==> src/or1420Hub_cfg.svh <==
`ifndef OR1420HUB_CFG_SVH
`define OR1420HUB_CFG_SVH

// ========================================
// Reset sequencing and bus watchdog
// ========================================

// Top bit of the counter releases reset after 16 counts
`define OR1420_RESET_COUNT_BITS 5

`define OR1420_BUS_TIMEOUT_CYCLES 16  // Clocks a transaction may stay open

// ========================================
// Peripherals
// ========================================

`define OR1420_GPIO_BASE 32'h40000000  // Decodes a 16-byte region
`define OR1420_GPIO_INPUTS 8
`define OR1420_GPIO_OUTPUTS 24

// Custom instruction numbers
`define OR1420_CI_SWAP_BYTE 8'd1
`define OR1420_CI_GRAYSCALE 8'd9

`endif
==> src/or1420HubPkg.sv <==
`default_nettype none

package or1420HubPkg;

  // ========================================
  // Shared wired-OR bus
  // ========================================

  // Driven by the single master
  typedef struct packed {
    logic        beginTransaction;
    logic        endTransaction;
    logic        readNotWrite;
    logic        dataValid;
    logic [31:0] addressData;
    logic [3:0]  byteEnables;
  } busRequest_t;

  // Idle responders drive all zeros so responses can be ORed
  typedef struct packed {
    logic        endTransaction;
    logic        dataValid;
    logic        busError;
    logic [31:0] addressData;
  } busResponse_t;

  // ========================================
  // Custom instruction port
  // ========================================

  typedef struct packed {
    logic        start;
    logic [7:0]  n;      // Instruction number
    logic [31:0] dataA;
    logic [31:0] dataB;
  } ciRequest_t;

  typedef struct packed {
    logic        done;
    logic [31:0] result;
  } ciResponse_t;

endpackage

`default_nettype wire

==> src/or1420Hub.sv <==
`default_nettype none

`include "or1420Hub_cfg.svh"

module or1420Hub (
  input  wire                              s_systemClock,
  input  wire                              s_pllLocked,
  input  wire or1420HubPkg::busRequest_t   busRequest,
  input  wire or1420HubPkg::ciRequest_t    ciRequest,
  input  wire [`OR1420_GPIO_INPUTS-1:0]    dipSwitch,
  output or1420HubPkg::busResponse_t       busResponse,
  output or1420HubPkg::ciResponse_t        ciResponse,
  output logic [`OR1420_GPIO_OUTPUTS-1:0]  gpioOutputs,
  output logic                             peripheralResetN
);

  logic                       systemReset;
  or1420HubPkg::busResponse_t controllerResponse;
  or1420HubPkg::busResponse_t gpioResponse;

  // ========================================
  // Reset and watchdog
  // ========================================

  systemController i_systemController (
    .s_systemClock    (s_systemClock),
    .s_pllLocked      (s_pllLocked),
    .busRequest       (busRequest),
    .slaveEnd         (gpioResponse.endTransaction),  // Only slave on the bus
    .systemReset      (systemReset),
    .peripheralResetN (peripheralResetN),
    .busResponse      (controllerResponse)
  );

  // ========================================
  // Bus slaves
  // ========================================

  gpioSlave i_gpioSlave (
    .s_systemClock (s_systemClock),
    .s_pllLocked   (s_pllLocked),
    .systemReset   (systemReset),
    .busRequest    (busRequest),
    .dipSwitch     (dipSwitch),
    .busResponse   (gpioResponse),
    .gpioOutputs   (gpioOutputs)
  );

  // ========================================
  // Custom instructions
  // ========================================

  pixelCustomInstructions i_pixelCustomInstructions (
    .ciRequest  (ciRequest),
    .ciResponse (ciResponse)
  );

  // Wired-OR of all responders
  assign busResponse = or1420HubPkg::busResponse_t'(controllerResponse | gpioResponse);

endmodule

`default_nettype wire

==> src/pixelCustomInstructions.sv <==
`default_nettype none

`include "or1420Hub_cfg.svh"

module pixelCustomInstructions (
  input  wire or1420HubPkg::ciRequest_t ciRequest,
  output or1420HubPkg::ciResponse_t     ciResponse
);

  logic        swapSelect;
  logic        graySelect;
  logic [31:0] swapResult;
  logic [7:0]  red;
  logic [7:0]  green;
  logic [7:0]  blue;
  logic [15:0] graySum;
  logic [31:0] grayResult;

  assign swapSelect = ciRequest.start && (ciRequest.n == `OR1420_CI_SWAP_BYTE);
  assign graySelect = ciRequest.start && (ciRequest.n == `OR1420_CI_GRAYSCALE);

  // ========================================
  // Byte swap
  // ========================================

  assign swapResult = {ciRequest.dataA[7:0],
                       ciRequest.dataA[15:8],
                       ciRequest.dataA[23:16],
                       ciRequest.dataA[31:24]};

  // ========================================
  // RGB565 to grayscale
  // ========================================

  // Widen each channel to 8 bits
  assign red   = {ciRequest.dataA[15:11], 3'b000};
  assign green = {ciRequest.dataA[10:5], 2'b00};
  assign blue  = {ciRequest.dataA[4:0], 3'b000};

  // Weights sum to 256 so the total fits in 16 bits
  assign graySum = (16'd54 * {8'd0, red}) +
                   (16'd183 * {8'd0, green}) +
                   (16'd19 * {8'd0, blue});

  assign grayResult = {24'd0, graySum[15:8]};  // Divide by 256

  // Idle or foreign numbers answer with zeros
  always_comb begin
    ciResponse        = '0;
    ciResponse.done   = swapSelect | graySelect;
    ciResponse.result = (swapSelect ? swapResult : 32'd0) |
                        (graySelect ? grayResult : 32'd0);
  end

endmodule

`default_nettype wire

==> src/gpioSlave.sv <==
`default_nettype none

`include "or1420Hub_cfg.svh"

module gpioSlave (
  input  wire                                s_systemClock,
  input  wire                                s_pllLocked,
  input  wire                                systemReset,
  input  wire or1420HubPkg::busRequest_t     busRequest,
  input  wire [`OR1420_GPIO_INPUTS-1:0]      dipSwitch,
  output or1420HubPkg::busResponse_t         busResponse,
  output logic [`OR1420_GPIO_OUTPUTS-1:0]    gpioOutputs
);

  localparam logic [31:0] GpioBase      = `OR1420_GPIO_BASE;
  localparam int          NrOfOutBytes  = `OR1420_GPIO_OUTPUTS / 8;
  localparam logic [1:0]  SwitchOffset  = 2'd0;  // Byte offset 0
  localparam logic [1:0]  OutputOffset  = 2'd1;  // Byte offset 4

  logic [`OR1420_GPIO_INPUTS-1:0] dipMeta;
  logic [`OR1420_GPIO_INPUTS-1:0] dipSync;
  logic                           hit;
  logic [1:0]                     offsetReg;
  logic [NrOfOutBytes-1:0]        enableReg;
  logic                           readActive;
  logic                           writeActive;
  logic [31:0]                    readData;

  // ========================================
  // DIP switch synchronizer
  // ========================================

  always_ff @(posedge s_systemClock) begin
    dipMeta <= dipSwitch;
    dipSync <= dipMeta;
  end

  // ========================================
  // Address decode
  // ========================================

  assign hit = (busRequest.addressData[31:4] == GpioBase[31:4]);

  always_ff @(posedge s_systemClock or negedge s_pllLocked) begin
    if (!s_pllLocked) begin
      readActive  <= 1'b0;
      writeActive <= 1'b0;
      offsetReg   <= '0;
      enableReg   <= '0;
    end else if (systemReset) begin
      readActive  <= 1'b0;
      writeActive <= 1'b0;
      offsetReg   <= '0;
      enableReg   <= '0;
    end else begin
      // Read answer lasts exactly one cycle
      readActive <= busRequest.beginTransaction & hit & busRequest.readNotWrite;
      if (busRequest.beginTransaction) begin
        writeActive <= hit & ~busRequest.readNotWrite;
        offsetReg   <= busRequest.addressData[3:2];
        enableReg   <= busRequest.byteEnables[NrOfOutBytes-1:0];  // Valid with begin only
      end else if (busRequest.dataValid | busRequest.endTransaction) begin
        writeActive <= 1'b0;  // Single-word write is done
      end
    end
  end

  // ========================================
  // Output register
  // ========================================

  always_ff @(posedge s_systemClock or negedge s_pllLocked) begin
    if (!s_pllLocked) begin
      gpioOutputs <= '0;
    end else if (systemReset) begin
      gpioOutputs <= '0;
    end else if (writeActive && busRequest.dataValid && (offsetReg == OutputOffset)) begin
      for (int i = 0; i < NrOfOutBytes; i++) begin
        if (enableReg[i]) begin
          gpioOutputs[i*8 +: 8] <= busRequest.addressData[i*8 +: 8];
        end
      end
    end
  end

  // ========================================
  // Read response
  // ========================================

  always_comb begin
    case (offsetReg)
      SwitchOffset : readData = 32'(dipSync);
      OutputOffset : readData = 32'(gpioOutputs);
      default      : readData = '0;  // Offsets 8 and 12
    endcase
  end

  always_comb begin
    busResponse                = '0;
    busResponse.endTransaction = readActive;
    busResponse.dataValid      = readActive;
    busResponse.addressData    = readActive ? readData : 32'd0;
  end

endmodule

`default_nettype wire

==> src/systemController.sv <==
`default_nettype none

`include "or1420Hub_cfg.svh"

module systemController (
  input  wire                            s_systemClock,
  input  wire                            s_pllLocked,
  input  wire or1420HubPkg::busRequest_t busRequest,
  input  wire                            slaveEnd,
  output logic                           systemReset,
  output logic                           peripheralResetN,
  output or1420HubPkg::busResponse_t     busResponse
);

  localparam int ResetTopBit = `OR1420_RESET_COUNT_BITS - 1;
  localparam int TimeoutBits = $clog2(`OR1420_BUS_TIMEOUT_CYCLES);
  localparam logic [TimeoutBits-1:0] LastCount = TimeoutBits'(`OR1420_BUS_TIMEOUT_CYCLES - 1);

  logic [`OR1420_RESET_COUNT_BITS-1:0] resetCount;
  logic                                busyFlag;
  logic [TimeoutBits-1:0]              timeoutCount;
  logic                                timeoutPulse;
  logic                                transactionEnd;

  // ========================================
  // Reset sequencing
  // ========================================

  // Counts up after lock and freezes once the top bit is set
  always_ff @(posedge s_systemClock or negedge s_pllLocked) begin
    if (!s_pllLocked) begin
      resetCount <= '0;
    end else if (!resetCount[ResetTopBit]) begin
      resetCount <= resetCount + 1'b1;
    end
  end

  assign peripheralResetN = resetCount[ResetTopBit];
  assign systemReset      = ~resetCount[ResetTopBit];

  // ========================================
  // Bus timeout watchdog
  // ========================================

  assign transactionEnd = busRequest.endTransaction | slaveEnd;  // Master or slave closed it

  always_ff @(posedge s_systemClock or negedge s_pllLocked) begin
    if (!s_pllLocked) begin
      busyFlag     <= 1'b0;
      timeoutCount <= '0;
      timeoutPulse <= 1'b0;
    end else if (systemReset) begin
      busyFlag     <= 1'b0;
      timeoutCount <= '0;
      timeoutPulse <= 1'b0;
    end else begin
      timeoutPulse <= 1'b0;
      if (busRequest.beginTransaction) begin
        busyFlag     <= 1'b1;
        timeoutCount <= TimeoutBits'(1);  // One clock already spent on begin
      end else if (busyFlag) begin
        if (transactionEnd) begin
          busyFlag <= 1'b0;
        end else if (timeoutCount == LastCount) begin
          // Nobody answered, force the end with an error
          busyFlag     <= 1'b0;
          timeoutPulse <= 1'b1;
        end else begin
          timeoutCount <= timeoutCount + 1'b1;
        end
      end
    end
  end

  always_comb begin
    busResponse                = '0;
    busResponse.endTransaction = timeoutPulse;
    busResponse.busError       = timeoutPulse;
  end

endmodule

`default_nettype wire

==> config.mk <==
export PLATFORM = sky130hd
export DESIGN_NAME = or1420Hub
export DESIGN_NICKNAME = d
export VERILOG_FILES = /design/src/or1420HubPkg.sv /design/src/or1420Hub.sv /design/src/pixelCustomInstructions.sv /design/src/gpioSlave.sv /design/src/systemController.sv
export VERILOG_INCLUDE_DIRS = /design/src /design/src/src
export SDC_FILE = /design/constraint.sdc
export NUM_CORES = 1
export LEC_CHECK = 0
export BUFFER_PORTS_ARGS = -buffer_cell sky130_fd_sc_hd__buf_2
export CAP_MARGIN = 40
export CORE_MARGIN = 2
export CORE_UTILIZATION = 46
export DETAILED_ROUTE_END_ITERATION = 10
export HOLD_SLACK_MARGIN = 0.12
export PLACE_DENSITY = 0.75
export SLEW_MARGIN = 10
export SYNTH_ARGS = -nofsm -noshare
export SYNTH_HDL_FRONTEND = slang
export SYNTH_HIERARCHICAL = 1
export SYNTH_SLANG_ARGS = --single-unit
==> constraint.sdc <==
create_clock -name s_systemClock -period 4.9 [get_ports s_systemClock]
set_clock_uncertainty 0.1 [all_clocks]
set_input_delay 0.245 -clock s_systemClock [delete_from_list [all_inputs] [get_ports s_systemClock]]
set_output_delay 0.245 -clock s_systemClock [all_outputs]
set_load 0.02 [all_outputs]
==> impl_metrics.ini <==
[sta]
period_needed_ns = 5.035
hold_viol = 0
setup-violations-final = 6
rsz0062_at_grt = yes
fmax_mhz = 198.6
slew_violations = 0
fin_ws_ns = -0.1355
final.period_utilization_pct = 102.8
fin_tns_setup_ns = -0.5264
worst_pin_slew_ns = 0.8530
hold_ws_ns = 0.1286
maxSlewHeadroom_pct = 43.07

[global_routing]
grt_pass1_wl_um = 23090
overflow = 0
grt_usage_pct = 21.87
grt_max_degree = 24
grt_pass1_vias = 5041
antenna_found_initial = 0

[worst_setup_path]
cp.arrival_ns = 4.69
path_class = input pin to primary output
end_kind = primary output
cp-start-kind = input pin
cp_max_fo = 4
required_ns = 4.55

[route]
vias_per_cell = 4.939
drc_errors = 0
drt-total-wl_um = 14510
avgRoutedWirePerCell_um = 14.38
via_count = 4983
first_iter_violations = 218
final_antenna_net_count = 0
drtPass1Iterations = 4

[die]
die_h_um = 115.0
core_area_um2 = 12010
die-width_um = 115.0
num_io_pins = 216
dieArea_um2 = 13220
rows = 40
start_util_pct = 47.17

[yosys]
yosysWarnings = 6
synth_cell_type_count = 66
avgSynthCellArea_um2 = 9.411
synth_flop_cell = dfrtp_1
synth_seq_cells = 58
synthArstFlopShare_pct = 72.41
synth_edf_count = 0
synth_seq_area_share_pct = 24.20
syn_inst = 602
synth_area_um2 = 5665

[clocking]
cts_sinks = 58
cts_tree = yes
cts_buffers = 9
clk_path_buf_depth = 2
h-tree-depth = 3
clk_pin_slew_ns = 0.05
clkLatencyLatePin_ns = 0.32
root_buffer = clkbuf_16

[placed_design]
port-buffer-count = 174
dp_hpwl_um = 10690
dpl_cell_area_um2 = 6918
place_congestion = 0.8318
numPlacedInstances = 955

[layout]
final_nets = 1081
area_growth_pct = 37.12
design_area_um2 = 7769
drive_above_1_share_pct = 36.31
final_cells = 1009
diodes = 0

[power_and_ir_drop]
leakage_nw = 4.183
powerDensity_nw_per_um2 = 485.2
peakVddDrop_mv = 0.4316

[outcome]
status = complete, but fails checks
violations = setup timing

[flow_run]
maxCapViolCount = 0

[hold_path]
hp-class = input pin to flip-flop
state kept, by name (all words and copies together), names as in the netlist:
register                         flops
i_gpioSlave/dipMeta                  8
i_gpioSlave/dipSync                  8
i_gpioSlave/enableReg                3
i_gpioSlave/gpioOutputs             24
i_gpioSlave/offsetReg                2
i_gpioSlave/readActive               1
i_gpioSlave/writeActive              1
i_systemController/busyFlag          1
i_systemController/resetCount        5
i_systemController/timeoutCount      4
i_systemController/timeoutPulse      1
kinds of logic after synthesis:
family                   Yosys count  share of synthesized area, %
AND/OR/NAND/NOR                  184                         18.86
buffers and inverters            121                         11.93
adder cells (fa/ha/maj)          101                         25.62
AO/OA/AOI/OAI                     92                         12.06
flip-flops                        58                         24.21
XOR/XNOR                          27                         4.174
multiplexers                      17                         3.026
other                              2                        0.1326
worst max-delay path, stage by stage:
cell and delay, ns:
buf_8 0.11, fa_2 0.39, fa_1 0.51, inv_1 0.06, fa_1 0.54, inv_1 0.05, ha_2 0.20, buf_4 0.15
o21bai_2 0.19, a21bo_1 0.21, and2_1 0.18, xnor2_2 0.14, fa_1 0.50, inv_1 0.06, ha_4 0.27, buf_4 0.12
nand2_1 0.05, a21oi_1 0.16, nor3_1 0.07, nand3b_1 0.20, a21oi_4 0.17, buf_6 0.13
per-stage QoR:
stage / power [mW] / worst slack [ns] / utilization [%]
CTS: 3.440 / -0.1700 / 63.93
detailed placement: 2.685 / -0.4103 / 57.59
global route: 4.076 / -0.3771 / 64.68
finish: 3.770 / -0.1355 / 64.68
floorplan: 2.065 / 0.003808 / -
global placement: 2.640 / -0.3292 / 57.27
final cells by class:
class,count,area [µm²]
Timing Repair Buffer,265,1717
Multi-Input combinational cell,463,3999
Sequential cell,58,1371
Inverter,60,225.2
Fill cell,956,4243
Tap cell,147,183.9
Clock inverter,5,30.03
Clock buffer,11,242.7
layout by cell type (no fill, tap or decap), types with 4 or more instances in the layout:
cell type / n
ha_1: 66
conb_1: 42
clkbuf_16: 9
o21ai_1: 4
dlygate4sd3_1: 37
buf_6: 6
ha_4: 9
nor3_1: 12
inv_1: 57
mux2i_1: 16
xnor2_1: 15
dfxtp_1: 16
a21o_1: 6
buf_2: 166
nand2b_1: 8
o21a_1: 4
o21ai_2: 5
and2_1: 36
nor4_1: 7
o21ai_0: 6
nor2_2: 5
or2_1: 35
nand3_1: 12
xor2_1: 10
a21oi_2: 7
a22o_2: 14
nor2_1: 23
a21oi_1: 21
fa_1: 22
dfrtp_1: 42
nand2_1: 18
buf_4: 54
routing by layer:
metal | share of wire [%] | up-vias | track usage [%]
met4 | 2.2 | 0 | 7.791
met5 | 0 | - | 0
li1 | - | 2470 | -
met3 | 5.7 | 34 | 4.217
met1 | 43 | 2298 | 27.53
met2 | 49 | 181 | 37.53
cell usage after synthesis (2+ instances only):
cell type | instances | area [µm²]
or2_1 | 35 | 219.0
ha_1 | 76 | 950.9
a31oi_1 | 3 | 18.77
xnor2_1 | 17 | 148.9
conb_1 | 2 | 7.510
a22o_2 | 14 | 140.1
a211oi_2 | 2 | 25.02
and2_4 | 2 | 17.52
xor2_1 | 10 | 87.58
inv_1 | 60 | 225.2
nand2_1 | 19 | 71.32
o21ai_0 | 11 | 55.05
nand2b_1 | 8 | 50.05
buf_6 | 4 | 45.04
nor2_1 | 26 | 97.59
a21oi_2 | 3 | 26.28
dfxtp_1 | 16 | 320.3
nor2b_1 | 4 | 25.02
fa_1 | 25 | 500.5
o21a_1 | 4 | 30.03
a22o_1 | 2 | 17.52
nand4_1 | 3 | 18.77
a21oi_1 | 26 | 130.1
buf_4 | 48 | 360.4
o21ai_1 | 3 | 15.01
a21o_1 | 6 | 45.04
nor3_1 | 13 | 65.06
nand3_1 | 12 | 60.06
nor4b_1 | 3 | 26.28
o21bai_1 | 4 | 30.03
nor2_2 | 2 | 12.51
mux2i_1 | 16 | 160.2
dfrtp_1 | 42 | 1051
and2_1 | 37 | 231.5
clkbuf_1 | 6 | 22.52
nor4_1 | 7 | 43.79
a211oi_1 | 2 | 15.01
final timing paths:
kind	from	endpoint	slack, ns	cells after the start
setup / recovery	ciRequest[41]	ciResponse[6]	-0.14	22
hold / removal	busRequest[29]	i_gpioSlave/readActive	0.13	4
setup reg to reg	i_gpioSlave/offsetReg[0]	i_gpioSlave/gpioOutputs[5]	2.98	4
hold reg to reg	i_gpioSlave/dipMeta[6]	i_gpioSlave/dipSync[6]	0.22	0
max in group asynchronous	s_pllLocked	i_gpioSlave/gpioOutputs[2]	3.85	3
min in group asynchronous	s_pllLocked	i_gpioSlave/offsetReg[1]	0.34	2
power breakdown:
group | total (mW) | switching, mW | internal, mW | leakage (nW)
sequential | 0.504 | 0.0131 | 0.491 | 0.697
combinational | 2.70 | 1.27 | 1.43 | 3.35
clock | 0.563 | 0.211 | 0.352 | 0.131
repair_timing:
item,CTS,global route
pin swaps,35,13
hold buffers,37,0
gates resized for setup,31,17
setup buffers,0,1
setup endpoints to repair,7,7
hold endpoints to repair,60,0
(Power assumes the default switching activity.)
